### src/hdl/rvIsaPkg.sv
package rvIsaPkg;

	typedef logic [31:0] word_t;
	typedef logic [4:0] regIndex_t;
	typedef logic [2:0] funct3_t;

	// RV32I major opcodes
	typedef enum logic [6:0] {
		LUI = 7'b0110111,
		AUIPC = 7'b0010111,
		JAL = 7'b1101111,
		JALR = 7'b1100111,
		BRANCH = 7'b1100011,
		LOAD = 7'b0000011,
		STORE = 7'b0100011,
		OPIMM = 7'b0010011,
		OP = 7'b0110011,
		MISCMEM = 7'b0001111,
		SYSTEM = 7'b1110011
	} opcode_t;

	typedef struct packed {
		regIndex_t rd;
		regIndex_t rs1;
		regIndex_t rs2;
		funct3_t funct3;
		logic alt;
		word_t imm;
		logic isLui;
		logic isAuipc;
		logic isJal;
		logic isJalr;
		logic isBranch;
		logic isLoad;
		logic isStore;
		logic isAluImm;
		logic isAlu;
		logic isFence;
		logic invalid;
	} decoded_t;

endpackage

### src/hdl/rvCorePkg.sv
package rvCorePkg;

	typedef enum logic [1:0] {
		HALT = 2'b00,
		FETCH = 2'b10,
		EXECUTE = 2'b11
	} coreState_t;

	// Bit 1 misaligned address or jump, bit 0 invalid instruction
	typedef logic [1:0] errorCode_t;
	typedef logic [15:0] mgmtAddr_t;

	localparam errorCode_t ErrorInvalid = 2'b01;
	localparam errorCode_t ErrorMisaligned = 2'b10;

	// Management address map
	localparam mgmtAddr_t MgmtAddrPc = 16'h0000;
	localparam mgmtAddr_t MgmtAddrInstruction = 16'h0010;
	localparam mgmtAddr_t MgmtAddrClearError = 16'h0020;
	localparam mgmtAddr_t MgmtAddrRegisters = 16'h4000;

	// Offsets inside the PC slot
	localparam logic [3:0] MgmtPcSet = 4'h0;
	localparam logic [3:0] MgmtPcJump = 4'h4;
	localparam logic [3:0] MgmtPcStep = 4'h8;

	typedef struct packed {
		logic writeEnable;
		logic [3:0] byteSelect;
		mgmtAddr_t address;
		rvIsaPkg::word_t writeData;
	} mgmtReq_t;

	typedef struct packed {
		rvIsaPkg::word_t address;
		logic [3:0] byteSelect;
		logic readEnable;
		logic writeEnable;
		rvIsaPkg::word_t writeData;
	} memReq_t;

endpackage

### src/hdl/rvDecoder.sv
`timescale 1ns/10ps

module rvDecoder (
	input rvIsaPkg::word_t instruction,
	output rvIsaPkg::decoded_t decoded
);
	import rvIsaPkg::*;

	opcode_t opcode;
	funct3_t funct3;
	logic [6:0] funct7;
	word_t immI;
	word_t immS;
	word_t immB;
	word_t immU;
	word_t immJ;
	logic isLui;
	logic isAuipc;
	logic isJal;
	logic isJalr;
	logic isBranch;
	logic isLoad;
	logic isStore;
	logic isAluImmNormal;
	logic isAluImmShift;
	logic isAlu;
	logic isFence;
	logic [9:0] classes;

	assign opcode = opcode_t'(instruction[6:0]);
	assign funct3 = instruction[14:12];
	assign funct7 = instruction[31:25];

	assign immI = {{21{instruction[31]}}, instruction[30:20]};
	assign immS = {{21{instruction[31]}}, instruction[30:25], instruction[11:7]};
	assign immB = {{20{instruction[31]}}, instruction[7], instruction[30:25],
		instruction[11:8], 1'b0};
	assign immU = {instruction[31:12], 12'h000};
	assign immJ = {{12{instruction[31]}}, instruction[19:12], instruction[20],
		instruction[30:21], 1'b0};

	assign isLui = opcode == LUI;
	assign isAuipc = opcode == AUIPC;
	assign isJal = opcode == JAL;
	assign isJalr = opcode == JALR && funct3 == 3'b000;
	// 010 and 011 are not branch conditions
	assign isBranch = opcode == BRANCH && funct3[2:1] != 2'b01;
	assign isLoad = opcode == LOAD && funct3 != 3'b011 && funct3[2:1] != 2'b11;
	assign isStore = opcode == STORE && !funct3[2] && funct3[1:0] != 2'b11;
	assign isAluImmNormal = opcode == OPIMM && funct3 != 3'b001 && funct3 != 3'b101;
	assign isAluImmShift = opcode == OPIMM
		&& ((funct3 == 3'b001 && funct7 == 7'b0000000)
		|| (funct3 == 3'b101 && (funct7 == 7'b0000000 || funct7 == 7'b0100000)));
	assign isAlu = opcode == OP && (funct7 == 7'b0000000
		|| (funct7 == 7'b0100000 && (funct3 == 3'b000 || funct3 == 3'b101)));
	assign isFence = opcode == MISCMEM && funct3 == 3'b000;

	assign classes = {isLui, isAuipc, isJal, isJalr, isBranch, isLoad, isStore,
		isAluImmNormal || isAluImmShift, isAlu, isFence};

	always_comb begin
		decoded.rd = instruction[11:7];
		decoded.rs1 = instruction[19:15];
		decoded.rs2 = instruction[24:20];
		decoded.funct3 = funct3;
		decoded.alt = instruction[30] && (isAlu || isAluImmShift);
		if (isLui || isAuipc) begin
			decoded.imm = immU;
		end else if (isJal) begin
			decoded.imm = immJ;
		end else if (isBranch) begin
			decoded.imm = immB;
		end else if (isStore) begin
			decoded.imm = immS;
		end else begin
			decoded.imm = immI;
		end
		decoded.isLui = isLui;
		decoded.isAuipc = isAuipc;
		decoded.isJal = isJal;
		decoded.isJalr = isJalr;
		decoded.isBranch = isBranch;
		decoded.isLoad = isLoad;
		decoded.isStore = isStore;
		decoded.isAluImm = isAluImmNormal || isAluImmShift;
		decoded.isAlu = isAlu;
		decoded.isFence = isFence;
		// Exactly one class must match, SYSTEM matches none
		decoded.invalid = !(classes != '0 && (classes & (classes - 10'd1)) == '0);
	end

endmodule

### src/hdl/rvRegisterFile.sv
`timescale 1ns/10ps

module rvRegisterFile #(
	parameter int RegCount = 32
) (
	input logic clk,
	input rvIsaPkg::regIndex_t rs1Index,
	input rvIsaPkg::regIndex_t rs2Index,
	input rvIsaPkg::regIndex_t mgmtIndex,
	output rvIsaPkg::word_t rs1Data,
	output rvIsaPkg::word_t rs2Data,
	output rvIsaPkg::word_t mgmtData,
	input logic writeEnable,
	input rvIsaPkg::regIndex_t writeIndex,
	input rvIsaPkg::word_t writeData
);
	import rvIsaPkg::*;

	word_t registers [RegCount];

	// x0 and indices past RegCount hold nothing
	function automatic logic isBacked(regIndex_t index);
		return index != '0 && int'(index) < RegCount;
	endfunction

	assign rs1Data = isBacked(rs1Index) ? registers[rs1Index] : '0;
	assign rs2Data = isBacked(rs2Index) ? registers[rs2Index] : '0;
	assign mgmtData = isBacked(mgmtIndex) ? registers[mgmtIndex] : '0;

	always_ff @(posedge clk) begin
		if (writeEnable && isBacked(writeIndex)) begin
			registers[writeIndex] <= writeData;
		end
	end

endmodule

### src/hdl/rvAlu.sv
`timescale 1ns/10ps

module rvAlu (
	input rvIsaPkg::decoded_t decoded,
	input rvIsaPkg::word_t pc,
	input rvIsaPkg::word_t rs1Data,
	input rvIsaPkg::word_t rs2Data,
	output rvIsaPkg::word_t result,
	output rvIsaPkg::word_t sum,
	output logic takeBranch
);
	import rvIsaPkg::*;

	word_t operandA;
	word_t operandB;
	logic [32:0] difference;
	logic equal;
	logic lessSigned;
	logic lessUnsigned;
	logic isLeftShift;
	word_t shiftInput;
	logic signed [32:0] shiftExtended;
	logic signed [32:0] shifted;
	word_t rightShift;

	function automatic word_t reverseBits(word_t value);
		word_t reversed;
		for (int i = 0; i < 32; i++) begin
			reversed[i] = value[31 - i];
		end
		return reversed;
	endfunction

	assign operandA = decoded.isAuipc ? pc : rs1Data;
	assign operandB = (decoded.isAuipc || decoded.isAluImm || decoded.isLoad || decoded.isStore)
		? decoded.imm : rs2Data;

	assign sum = operandA + operandB;

	// One subtractor serves SUB and every comparison
	assign difference = {1'b0, operandA} - {1'b0, operandB};
	assign equal = difference[31:0] == '0;
	assign lessUnsigned = difference[32];
	assign lessSigned = (operandA[31] ^ operandB[31]) ? operandA[31] : difference[32];

	// Left shifts reuse the right shifter on reversed bits
	assign isLeftShift = decoded.funct3 == 3'b001;
	assign shiftInput = isLeftShift ? reverseBits(operandA) : operandA;
	assign shiftExtended = {decoded.alt && !isLeftShift && shiftInput[31], shiftInput};
	assign shifted = shiftExtended >>> operandB[4:0];
	assign rightShift = shifted[31:0];

	always_comb begin
		case (decoded.funct3)
			3'b000: result = decoded.alt ? difference[31:0] : sum;
			3'b001: result = reverseBits(rightShift);
			3'b010: result = {31'b0, lessSigned};
			3'b011: result = {31'b0, lessUnsigned};
			3'b100: result = operandA ^ operandB;
			3'b101: result = rightShift;
			3'b110: result = operandA | operandB;
			default: result = operandA & operandB;
		endcase
	end

	always_comb begin
		takeBranch = 1'b0;
		if (decoded.isBranch) begin
			case (decoded.funct3)
				3'b000: takeBranch = equal;
				3'b001: takeBranch = !equal;
				3'b100: takeBranch = lessSigned;
				3'b101: takeBranch = !lessSigned;
				3'b110: takeBranch = lessUnsigned;
				3'b111: takeBranch = !lessUnsigned;
				default: takeBranch = 1'b0;
			endcase
		end
	end

endmodule

### src/hdl/rvLoadStoreUnit.sv
`timescale 1ns/10ps

module rvLoadStoreUnit (
	input rvCorePkg::coreState_t state,
	input rvIsaPkg::decoded_t decoded,
	input rvIsaPkg::word_t pc,
	input rvIsaPkg::word_t address,
	input rvIsaPkg::word_t storeValue,
	input rvIsaPkg::word_t memoryDataRead,
	output rvCorePkg::memReq_t memReq,
	output rvIsaPkg::word_t loadData,
	output logic misaligned
);
	import rvIsaPkg::*;
	import rvCorePkg::*;

	word_t target;
	logic [1:0] offset;
	logic [3:0] baseMask;
	logic [6:0] shiftedMask;
	logic active;
	word_t laneData;
	word_t placed;

	assign target = state == FETCH ? pc : address;
	assign offset = target[1:0];

	always_comb begin
		baseMask = 4'b0000;
		if (state == FETCH) begin
			baseMask = 4'b1111;
		end else if (state == EXECUTE && (decoded.isLoad || decoded.isStore)) begin
			case (decoded.funct3[1:0])
				2'b00: baseMask = 4'b0001;
				2'b01: baseMask = 4'b0011;
				2'b10: baseMask = 4'b1111;
				default: baseMask = 4'b0000;
			endcase
		end
	end

	// Lanes pushed past byte 3 cross a word boundary
	assign shiftedMask = {3'b000, baseMask} << offset;
	assign misaligned = |shiftedMask[6:4];
	assign active = |shiftedMask[3:0] && !misaligned;

	assign placed = storeValue << {offset, 3'b000};
	assign laneData = memoryDataRead >> {offset, 3'b000};

	always_comb begin
		memReq.address = active ? {target[31:2], 2'b00} : '0;
		memReq.byteSelect = active ? shiftedMask[3:0] : 4'b0000;
		memReq.readEnable = active && (state == FETCH || decoded.isLoad);
		memReq.writeEnable = active && state == EXECUTE && decoded.isStore;
		for (int lane = 0; lane < 4; lane++) begin
			memReq.writeData[8*lane +: 8] = (memReq.writeEnable && shiftedMask[lane])
				? placed[8*lane +: 8] : 8'h00;
		end
	end

	// funct3 bit 2 selects zero extension
	always_comb begin
		case (decoded.funct3)
			3'b000: loadData = {{24{laneData[7]}}, laneData[7:0]};
			3'b001: loadData = {{16{laneData[15]}}, laneData[15:0]};
			3'b100: loadData = {24'h000000, laneData[7:0]};
			3'b101: loadData = {16'h0000, laneData[15:0]};
			default: loadData = laneData;
		endcase
	end

endmodule

### src/hdl/rvCore.sv
`timescale 1ns/10ps

module rvCore #(
	parameter int RegCount = 32
) (
	input logic clk,
	input logic rst,
	input logic run,
	input rvCorePkg::mgmtReq_t mgmt,
	output rvIsaPkg::word_t mgmtReadData,
	output rvCorePkg::memReq_t memReq,
	input rvIsaPkg::word_t memoryDataRead,
	input logic memoryBusy,
	output rvCorePkg::coreState_t state,
	output rvCorePkg::errorCode_t errorCode
);
	import rvIsaPkg::*;
	import rvCorePkg::*;

	word_t pc;
	word_t instruction;
	decoded_t decoded;
	word_t rs1Data;
	word_t rs2Data;
	word_t mgmtRegData;
	word_t aluResult;
	word_t aluSum;
	logic takeBranch;
	word_t loadData;
	logic lsuMisaligned;
	logic selectPc;
	logic selectInstruction;
	logic selectClearError;
	logic selectRegister;
	logic writeValid;
	logic readValid;
	logic writePcSet;
	logic writePcJump;
	logic writePcStep;
	logic writeClearError;
	logic writeRegister;
	logic allowInstruction;
	word_t mgmtJumpTarget;
	word_t mgmtData;
	word_t link;
	logic isJump;
	word_t nextPcSum;
	word_t nextPc;
	logic jumpMisaligned;
	errorCode_t executeError;
	logic progress;
	logic coreWrite;
	word_t writeBackData;

	rvDecoder i_decoder (
		.instruction(instruction),
		.decoded(decoded)
	);

	rvRegisterFile #(
		.RegCount(RegCount)
	) i_registerFile (
		.clk(clk),
		.rs1Index(decoded.rs1),
		.rs2Index(decoded.rs2),
		.mgmtIndex(mgmt.address[6:2]),
		.rs1Data(rs1Data),
		.rs2Data(rs2Data),
		.mgmtData(mgmtRegData),
		.writeEnable(coreWrite || writeRegister),
		.writeIndex(coreWrite ? decoded.rd : mgmt.address[6:2]),
		.writeData(coreWrite ? writeBackData : mgmt.writeData)
	);

	rvAlu i_alu (
		.decoded(decoded),
		.pc(pc),
		.rs1Data(rs1Data),
		.rs2Data(rs2Data),
		.result(aluResult),
		.sum(aluSum),
		.takeBranch(takeBranch)
	);

	rvLoadStoreUnit i_loadStoreUnit (
		.state(state),
		.decoded(decoded),
		.pc(pc),
		.address(aluSum),
		.storeValue(rs2Data),
		.memoryDataRead(memoryDataRead),
		.memReq(memReq),
		.loadData(loadData),
		.misaligned(lsuMisaligned)
	);

	// Management decode
	assign selectPc = mgmt.address[15:4] == MgmtAddrPc[15:4];
	assign selectInstruction = mgmt.address[15:4] == MgmtAddrInstruction[15:4];
	assign selectClearError = mgmt.address[15:4] == MgmtAddrClearError[15:4];
	assign selectRegister = mgmt.address[15:7] == MgmtAddrRegisters[15:7];

	assign writeValid = !run && mgmt.writeEnable && state == HALT;
	assign readValid = !run && !mgmt.writeEnable;
	assign writePcSet = writeValid && selectPc && mgmt.address[3:0] == MgmtPcSet;
	assign writePcJump = writeValid && selectPc && mgmt.address[3:0] == MgmtPcJump;
	assign writePcStep = writeValid && selectPc && mgmt.address[3:0] == MgmtPcStep;
	assign writeClearError = writeValid && selectClearError;
	assign writeRegister = writeValid && selectRegister;
	assign allowInstruction = run || writePcStep;
	assign mgmtJumpTarget = pc + mgmt.writeData;

	always_comb begin
		mgmtData = '0;
		if (readValid && selectPc) begin
			mgmtData = pc;
		end else if (readValid && selectInstruction) begin
			mgmtData = instruction;
		end else if (readValid && selectRegister) begin
			mgmtData = mgmtRegData;
		end
		for (int lane = 0; lane < 4; lane++) begin
			mgmtReadData[8*lane +: 8] = mgmt.byteSelect[lane] ? mgmtData[8*lane +: 8] : 8'h00;
		end
	end

	// Next PC, decoded.imm already holds the J, I or B immediate
	assign link = pc + 32'd4;
	assign isJump = decoded.isJal || decoded.isJalr || takeBranch;
	assign nextPcSum = (decoded.isJalr ? rs1Data : pc) + decoded.imm;
	assign nextPc = isJump ? {nextPcSum[31:1], 1'b0} : link;
	assign jumpMisaligned = isJump && nextPc[1];

	assign executeError = (lsuMisaligned || jumpMisaligned ? ErrorMisaligned : 2'b00)
		| (decoded.invalid ? ErrorInvalid : 2'b00);
	assign progress = (decoded.isLoad || decoded.isStore)
		? (memReq.readEnable || memReq.writeEnable) && !memoryBusy : 1'b1;

	assign coreWrite = state == EXECUTE && executeError == '0 && progress
		&& (decoded.isLui || decoded.isAuipc || decoded.isJal || decoded.isJalr
		|| decoded.isLoad || decoded.isAluImm || decoded.isAlu);
	assign writeBackData = decoded.isLui ? decoded.imm
		: decoded.isAuipc ? aluSum
		: (decoded.isJal || decoded.isJalr) ? link
		: decoded.isLoad ? loadData
		: aluResult;

	always_ff @(posedge clk) begin
		if (rst) begin
			state <= HALT;
			errorCode <= '0;
			pc <= '0;
			instruction <= '0;
		end else begin
			case (state)
				HALT: begin
					if (allowInstruction && errorCode == '0) begin
						state <= FETCH;
					end else if (writePcSet) begin
						pc <= {mgmt.writeData[31:1], 1'b0};
					end else if (writePcJump) begin
						pc <= {mgmtJumpTarget[31:1], 1'b0};
					end else if (writeClearError) begin
						errorCode <= '0;
					end
				end
				FETCH: begin
					if (lsuMisaligned) begin
						errorCode <= ErrorMisaligned;
						state <= HALT;
					end else if (memReq.readEnable && !memoryBusy) begin
						instruction <= memoryDataRead;
						state <= EXECUTE;
					end
				end
				EXECUTE: begin
					if (executeError != '0) begin
						errorCode <= executeError;
						state <= HALT;
					end else if (progress) begin
						pc <= nextPc;
						state <= run ? FETCH : HALT;
					end
				end
				default: begin
					state <= HALT;
				end
			endcase
		end
	end

endmodule

### config.mk
export PLATFORM = sky130hd
export DESIGN_NAME = rvCore
export DESIGN_NICKNAME = d
export VERILOG_FILES = /design/src/hdl/rvIsaPkg.sv /design/src/hdl/rvCorePkg.sv /design/src/hdl/rvDecoder.sv /design/src/hdl/rvRegisterFile.sv /design/src/hdl/rvAlu.sv /design/src/hdl/rvLoadStoreUnit.sv /design/src/hdl/rvCore.sv
export SDC_FILE = /design/constraint.sdc
export NUM_CORES = 2
export LEC_CHECK = 0
export ABC_AREA = 1
export ABC_CLOCK_PERIOD_IN_PS = 9570
export BUFFER_PORTS_ARGS = -buffer_cell sky130_fd_sc_hd__buf_2
export CELL_PAD_IN_SITES_DETAIL_PLACEMENT = 1
export CELL_PAD_IN_SITES_GLOBAL_PLACEMENT = 2
export CORE_MARGIN = 2
export CORE_UTILIZATION = 38
export CTS_CLUSTER_SIZE = 16
export DETAILED_ROUTE_END_ITERATION = 16
export GPL_TIMING_DRIVEN = 1
export PLACE_DENSITY_LB_ADDON = 0.1
export SLEW_MARGIN = 20
export SYNTH_ARGS = -nofsm -noshare
export SYNTH_HDL_FRONTEND = slang
export SYNTH_SLANG_ARGS = --single-unit
### constraint.sdc
create_clock -name clk -period 9.57 [get_ports clk]
set_clock_uncertainty 0.2 [all_clocks]
set_input_delay 0.4785 -clock clk [delete_from_list [all_inputs] [get_ports clk]]
set_output_delay 0.4785 -clock clk [all_outputs]
set_load 0.02 [all_outputs]
# [Word level (Yosys, flattened, before mapping)]
# Memories as Yosys holds them, arrays and structs flattened. A register that Yosys moved wholly into a read port is not among the register bits.
# Index checks and enable logic that the tools add are counted.
[totals] mem_count=1 reg_bits=68 wordCells=240 ram_bits=1024
[mem_list] name="i_registerFile.registers" words=32 word_bits=32 rd=3 rd_clocked_by_memory_dff=2 wr=1 line="rvRegisterFile.sv:19" source="word_t registers [RegCount];"
[classes] muxes=70 eq_ne=45 reduce_logical=103 shift=4 bitwise=7 add_sub_neg=6
[ops] operator="two-way mux 32 bit" n=24
[ops] operator="case mux 32 bit (7 select lines)" n=1
[ops] operator="case mux 32 bit (4 select lines)" n=1
[ops] operator="adder 32 bit" n=3
[ops] operator="two-way mux 8 bit" n=8
[ops] operator="case mux 32 bit (2 select lines)" n=1
[ops] operator="logical AND 1 bit" n=47
[ops] operator=">>> shifter 33 x 5 -> 32 bit" n=1
[ops] operator="subtractor 32 x 32 -> 33 bit" n=1
[ops] operator="adder 32 x 3 -> 32 bit (second input constant)" n=1
[ops] operator="bitwise AND 32 bit" n=1
[ops] operator="zero test 32 bit" n=1
[ops] operator="OR 32 bit" n=1
[ops] operator="<< shifter 32 x 5 -> 32 bit" n=1
[ops] operator="right shift 32 x 5 -> 32 bit" n=1
[ops] operator="XOR 32 bit" n=1
[ops] operator="two-way mux 31 bit" n=1
[ops] operator="two-way mux 5 bit" n=6
[ops] operator="equality test 7 x 6 -> 1 bit (second input constant)" n=4
[ops] operator="two-way mux 2 bit" n=13
[ops] operator="logical OR 1 bit" n=23
[ops] operator="equality test 7 bit (second input constant)" n=3
[ops] operator="two-way mux 20 bit" n=1
[ops] operator="nonzero test 5 bit" n=4
[ops] operator="45 further kinds" n=86

# [Logic depth before layout (Yosys ltp)]
[depth] depth_word=30 ltp_mapped=49 depth_no_buf=44

# [Cells and area by module]
# A second synthesis with hierarchy kept.
[unflattened] hier_cells=13167 area_unflattened_um2=86361.6
[modules_own_cells] mod="rvRegisterFile" seq_area_each_um2=30749.5 n_inst=1 area_per_inst_um2=61983.2 cells_per_inst=8384
[modules_own_cells] mod="rvCore" seq_area_each_um2=1341.3 n_inst=1 area_per_inst_um2=11791.3 cells_per_inst=2301
[modules_own_cells] mod="rvAlu" seq_area_each_um2=0.0 n_inst=1 area_per_inst_um2=9243.9 cells_per_inst=1846
[modules_own_cells] mod="rvLoadStoreUnit" seq_area_each_um2=0.0 n_inst=1 area_per_inst_um2=2377.3 cells_per_inst=466
[modules_own_cells] mod="rvDecoder" seq_area_each_um2=0.0 n_inst=1 area_per_inst_um2=965.9 cells_per_inst=170

# [Least setup slack after synthesis]
# OpenSTA, ideal clock, no wires.
[synth_timing] path_kind="reg2reg" start="register with a tool-made name" end="memory i_registerFile.registers[16][0] (netlist bit), enable pin" setup_slack_ns=2.241 stages_incl_launch_ff=44 setup_ns=0.422 arrival_time_ns=6.708 cell_sequence="dfxtp_1 -> buf_2 -> inv_2 -> buf_2 -> buf_2 -> buf_4 -> clkbuf_1 -> buf_2 -> buf_1 -> a21oi_1 -> o21ai_0 -> o211ai_1 -> nand3_1 -> nand3_1 -> nand3_1 -> inv_1 -> o21ai_0 -> inv_1 -> [8 not listed] -> nand3_1 -> xor2_1 -> nor2_1 -> nand2_1 -> nor2_1 -> nand3_1 -> nand2_1 -> nand3_1 -> nand2_1 -> nand2_2 -> nand2_4 -> nand4_4 -> buf_6 -> o21ai_2 -> nand2_1 -> nor2_2 -> inv_2 -> nor2_1"
[synth_rtl] item="end: declaration" line="rvRegisterFile.sv:19"

==> impl_metrics.yaml <==
sta:
  worst_pin_slew_ps: 1429
  fmax_mhz: 104.6
  rsz0062_at_grt: "false"
  hold_viol: 0
  tns_ps: 0
  fin_crit_sh_pct: 99.94
  maxSlewHeadroom_pct: 4.524
  finalSetupViolCount: 0
  maxSlewViolCount: 0
  layout_min_cycle_time_ps: 9564
yosys:
  synth_area_sq_um: 79490
  async_reset_ff_share_pct: 0
  syn_inst: 10770
  synth_common_cells: "nand2_1 (2,510), nand3_1 (1,552), o21ai_0 (1,234)"
  ys.flop_type: "edfxtp_1"
  synth_largest_area_cell: "edfxtp_1"
  ys_warn_count: 0
  synth_top_area_share_pct: 38.68
  synth_edf_count: 1024
  seq_area_frac_synth_pct: 40.62
  ys_top_cells_by_area: "edfxtp_1 (39%), nand2_1 (12%), nand3_1 (9.8%), o21ai_0 (7.8%), a21oi_1 (5.3%)"
  ys_seq_elements: 1101
  netlist-cell-type-count: 74
  yosysMostFrequentCell: "nand2_1"
  syn_avg_cell_area_sq_um: 7.378
detailed_routing:
  wl_um: 518100
  via_per_inst: 6.758
  drtPass1Iterations: 6
  first_iter_violations: 15610
  drc: 0
  avgRoutedWirePerCell_um: 37.80
  vias: 92630
  ant_nets: 0
clocking:
  insertion_delay_ps: 840
  cts_setup_buffers: 0
  clock_path_buffers: 3
  cts-buffers-inserted: 136
  cts_sinks: 1101
  htree_levels: 4
  clk_pin_slew_worst_paths_ps: 60
  cts_tree: "yes"
  root_buffer: "clkbuf_16"
worst_setup_path:
  critPathKind: "flop to flop"
  slowest_stage: "o21ai_1"
  arrival_ps: 9910
  cp_data_required_time_ps: 9920
  cp_common_cell: "nand3_1"
  end_kind: "flop"
  crit_fanout: 88
  cp-start-kind: "flop"
  max_stage_delay_ps: 770
global_route:
  grt_use_total_pct: 47.23
  grt_antenna_before_repair: 60
  grt_pass1_wl_um: 708200
  grt_overflow: 0
  grt_pass1_vias: 89090
  grt_max_degree: 144
floorplanning:
  ios: 195
  dieArea_sq_um: 212900
  start_util_pct: 38.31
  die_w_um: 461.4
  num_rows: 167
  die_h_um: 461.4
  core_region_area_sq_um: 207500
final_layout:
  drive_gt1_share_pct: 9.586
  areaGrowthSynthToFinish_pct: 14.16
  nets: 11040
  finish.utilization_pct: 43.74
  fill_cells: 25360
job:
  drv_cap: 0
power_and_ir_drop:
  power.switching_mw: 11.80
  p_leak_nw: 36.12
  intPower_mw: 11.29
  vdd_drop_max_v: 0.0002117
  p_sw_share_pct: 51.09
  power_density_nw_per_um2: 254.5
  comb_power_share_pct: 52.6
  clockPowerShare_pct: 23.3
  seqPwrFrac_pct: 24.1
hold_path:
  min_path_type: "input pin to flop"
run_status:
  status: "finished clean"
place:
  dp_hpwl_um: 358900
  portBuffers: 192
  routabilityCongestion: 1.057
repair_timing:
item / in CTS / in global routing
gates resized for setup: 0 / 1
endpoints found under the setup margin: 0 / 20
endpoints found under the hold margin: 40 / 0
hold buffers: 33 / 0
through the flow:
| step | hold WS, ps | cells | cell area [sq um] | setup WS [ps] | total power [mW] |
|---|---|---|---|---|---|
| after detailed placement | 305.2 | 13400 | 85840 | 556.5 | 17.14 |
| final | 48.40 | 13710 | 90750 | 6.162 | 23.09 |
| after global routing | 63.81 | 13680 | 90690 | 36.51 | 23.71 |
| after global placement | 295.2 | 13400 | 85820 | 217.3 | 17.17 |
| after floorplan | 288.3 | 10810 | 79610 | 2241 | 11.75 |
| after CTS | 11.36 | 13680 | 90680 | 544.8 | 22.48 |
metal layers:
layer / routed length, um / global-route usage (%) / share of wire, % / vias to the layer above
met5: 197 / 0.1378 / 0.038 / -
met4: 41400 / 31.69 / 8.0 / 30
met3: 66530 / 13.25 / 13 / 1686
met2: 209000 / 66.21 / 40 / 7104
met1: 201000 / 62.80 / 39 / 45860
li1: - / - / - / 37950
kinds of logic after synthesis:
kind of cell             synth area share (%)
adder cells (fa/ha/maj)                 2.688
AND/OR/NAND/NOR                         26.78
AO/OA/AOI/OAI                           21.43
other                                0.004718
buffers and inverters                   7.245
flip-flops                              40.62
XOR/XNOR                                1.223
sequential cells by signal, indices dropped and copies added (netlist names), named ones only:
| signal | count |
|---|---|
| errorCode | 2 |
| i_registerFile.registers | 1024 |
| instruction | 32 |
| pc | 31 |
| state | 2 |
power groups by stage:
| stage | Clock [mW] | Combinational, mW | Sequential, mW |
|---|---|---|---|
| finish | 5.39 | 12.1 | 5.56 |
| global route | 5.55 | 12.6 | 5.55 |
| CTS | 5.37 | 11.6 | 5.55 |
| detailed placement | 0 | 11.5 | 5.65 |
| global placement | 0 | 11.5 | 5.65 |
| floorplan | 0 | 6.24 | 5.51 |
final timing paths:
kind                     start                                to  slack [ps]  cells past startpoint
setup / recovery          flop  i_registerFile.registers[31][23]           6                     36
hold / removal        mgmt[28]                            pc[28]          50                      5
hold reg to reg   errorCode[0]                      errorCode[0]         310                      2
setup reg to reg          flop  i_registerFile.registers[31][23]           6                     36
worst max-delay path, delay by kind of cell (launching register included):
kind | cells | cell delay [ps]
compound gates | 8 | 2370
fa+ha+maj | 1 | 560
buf+inv | 7 | 1940
flops | 1 | 370
simple gates | 20 | 3600
cells in the final DEF, fill, tap and decap left out, drive strengths merged, types with 83 or more instances in the layout:
| cell type | instances |
|---|---|
| a21oi | 849 |
| nand2 | 2520 |
| clkbuf | 162 |
| buf | 629 |
| xor2 | 83 |
| nor2 | 767 |
| o211ai | 207 |
| a22oi | 224 |
| ha | 166 |
| edfxtp | 1024 |
| o21ai | 1270 |
| nand3 | 1557 |
| inv | 607 |
cell type report:
| class | count | area [sq um] | area share [%] |
|---|---|---|---|
| Antenna cell | 28 | 70.07 | 0.07721 |
| Clock buffer | 162 | 3573 | 3.938 |
| Clock inverter | 86 | 934.6 | 1.030 |
| Inverter | 614 | 2379 | 2.621 |
| Multi-Input combinational cell | 8266 | 42020 | 46.30 |
| Sequential cell | 1101 | 32320 | 35.62 |
| Tap cell | 2788 | 3488 | 3.844 |
| Timing Repair Buffer | 662 | 5966 | 6.574 |
No activity file was read; power rests on OpenSTA's default activity.
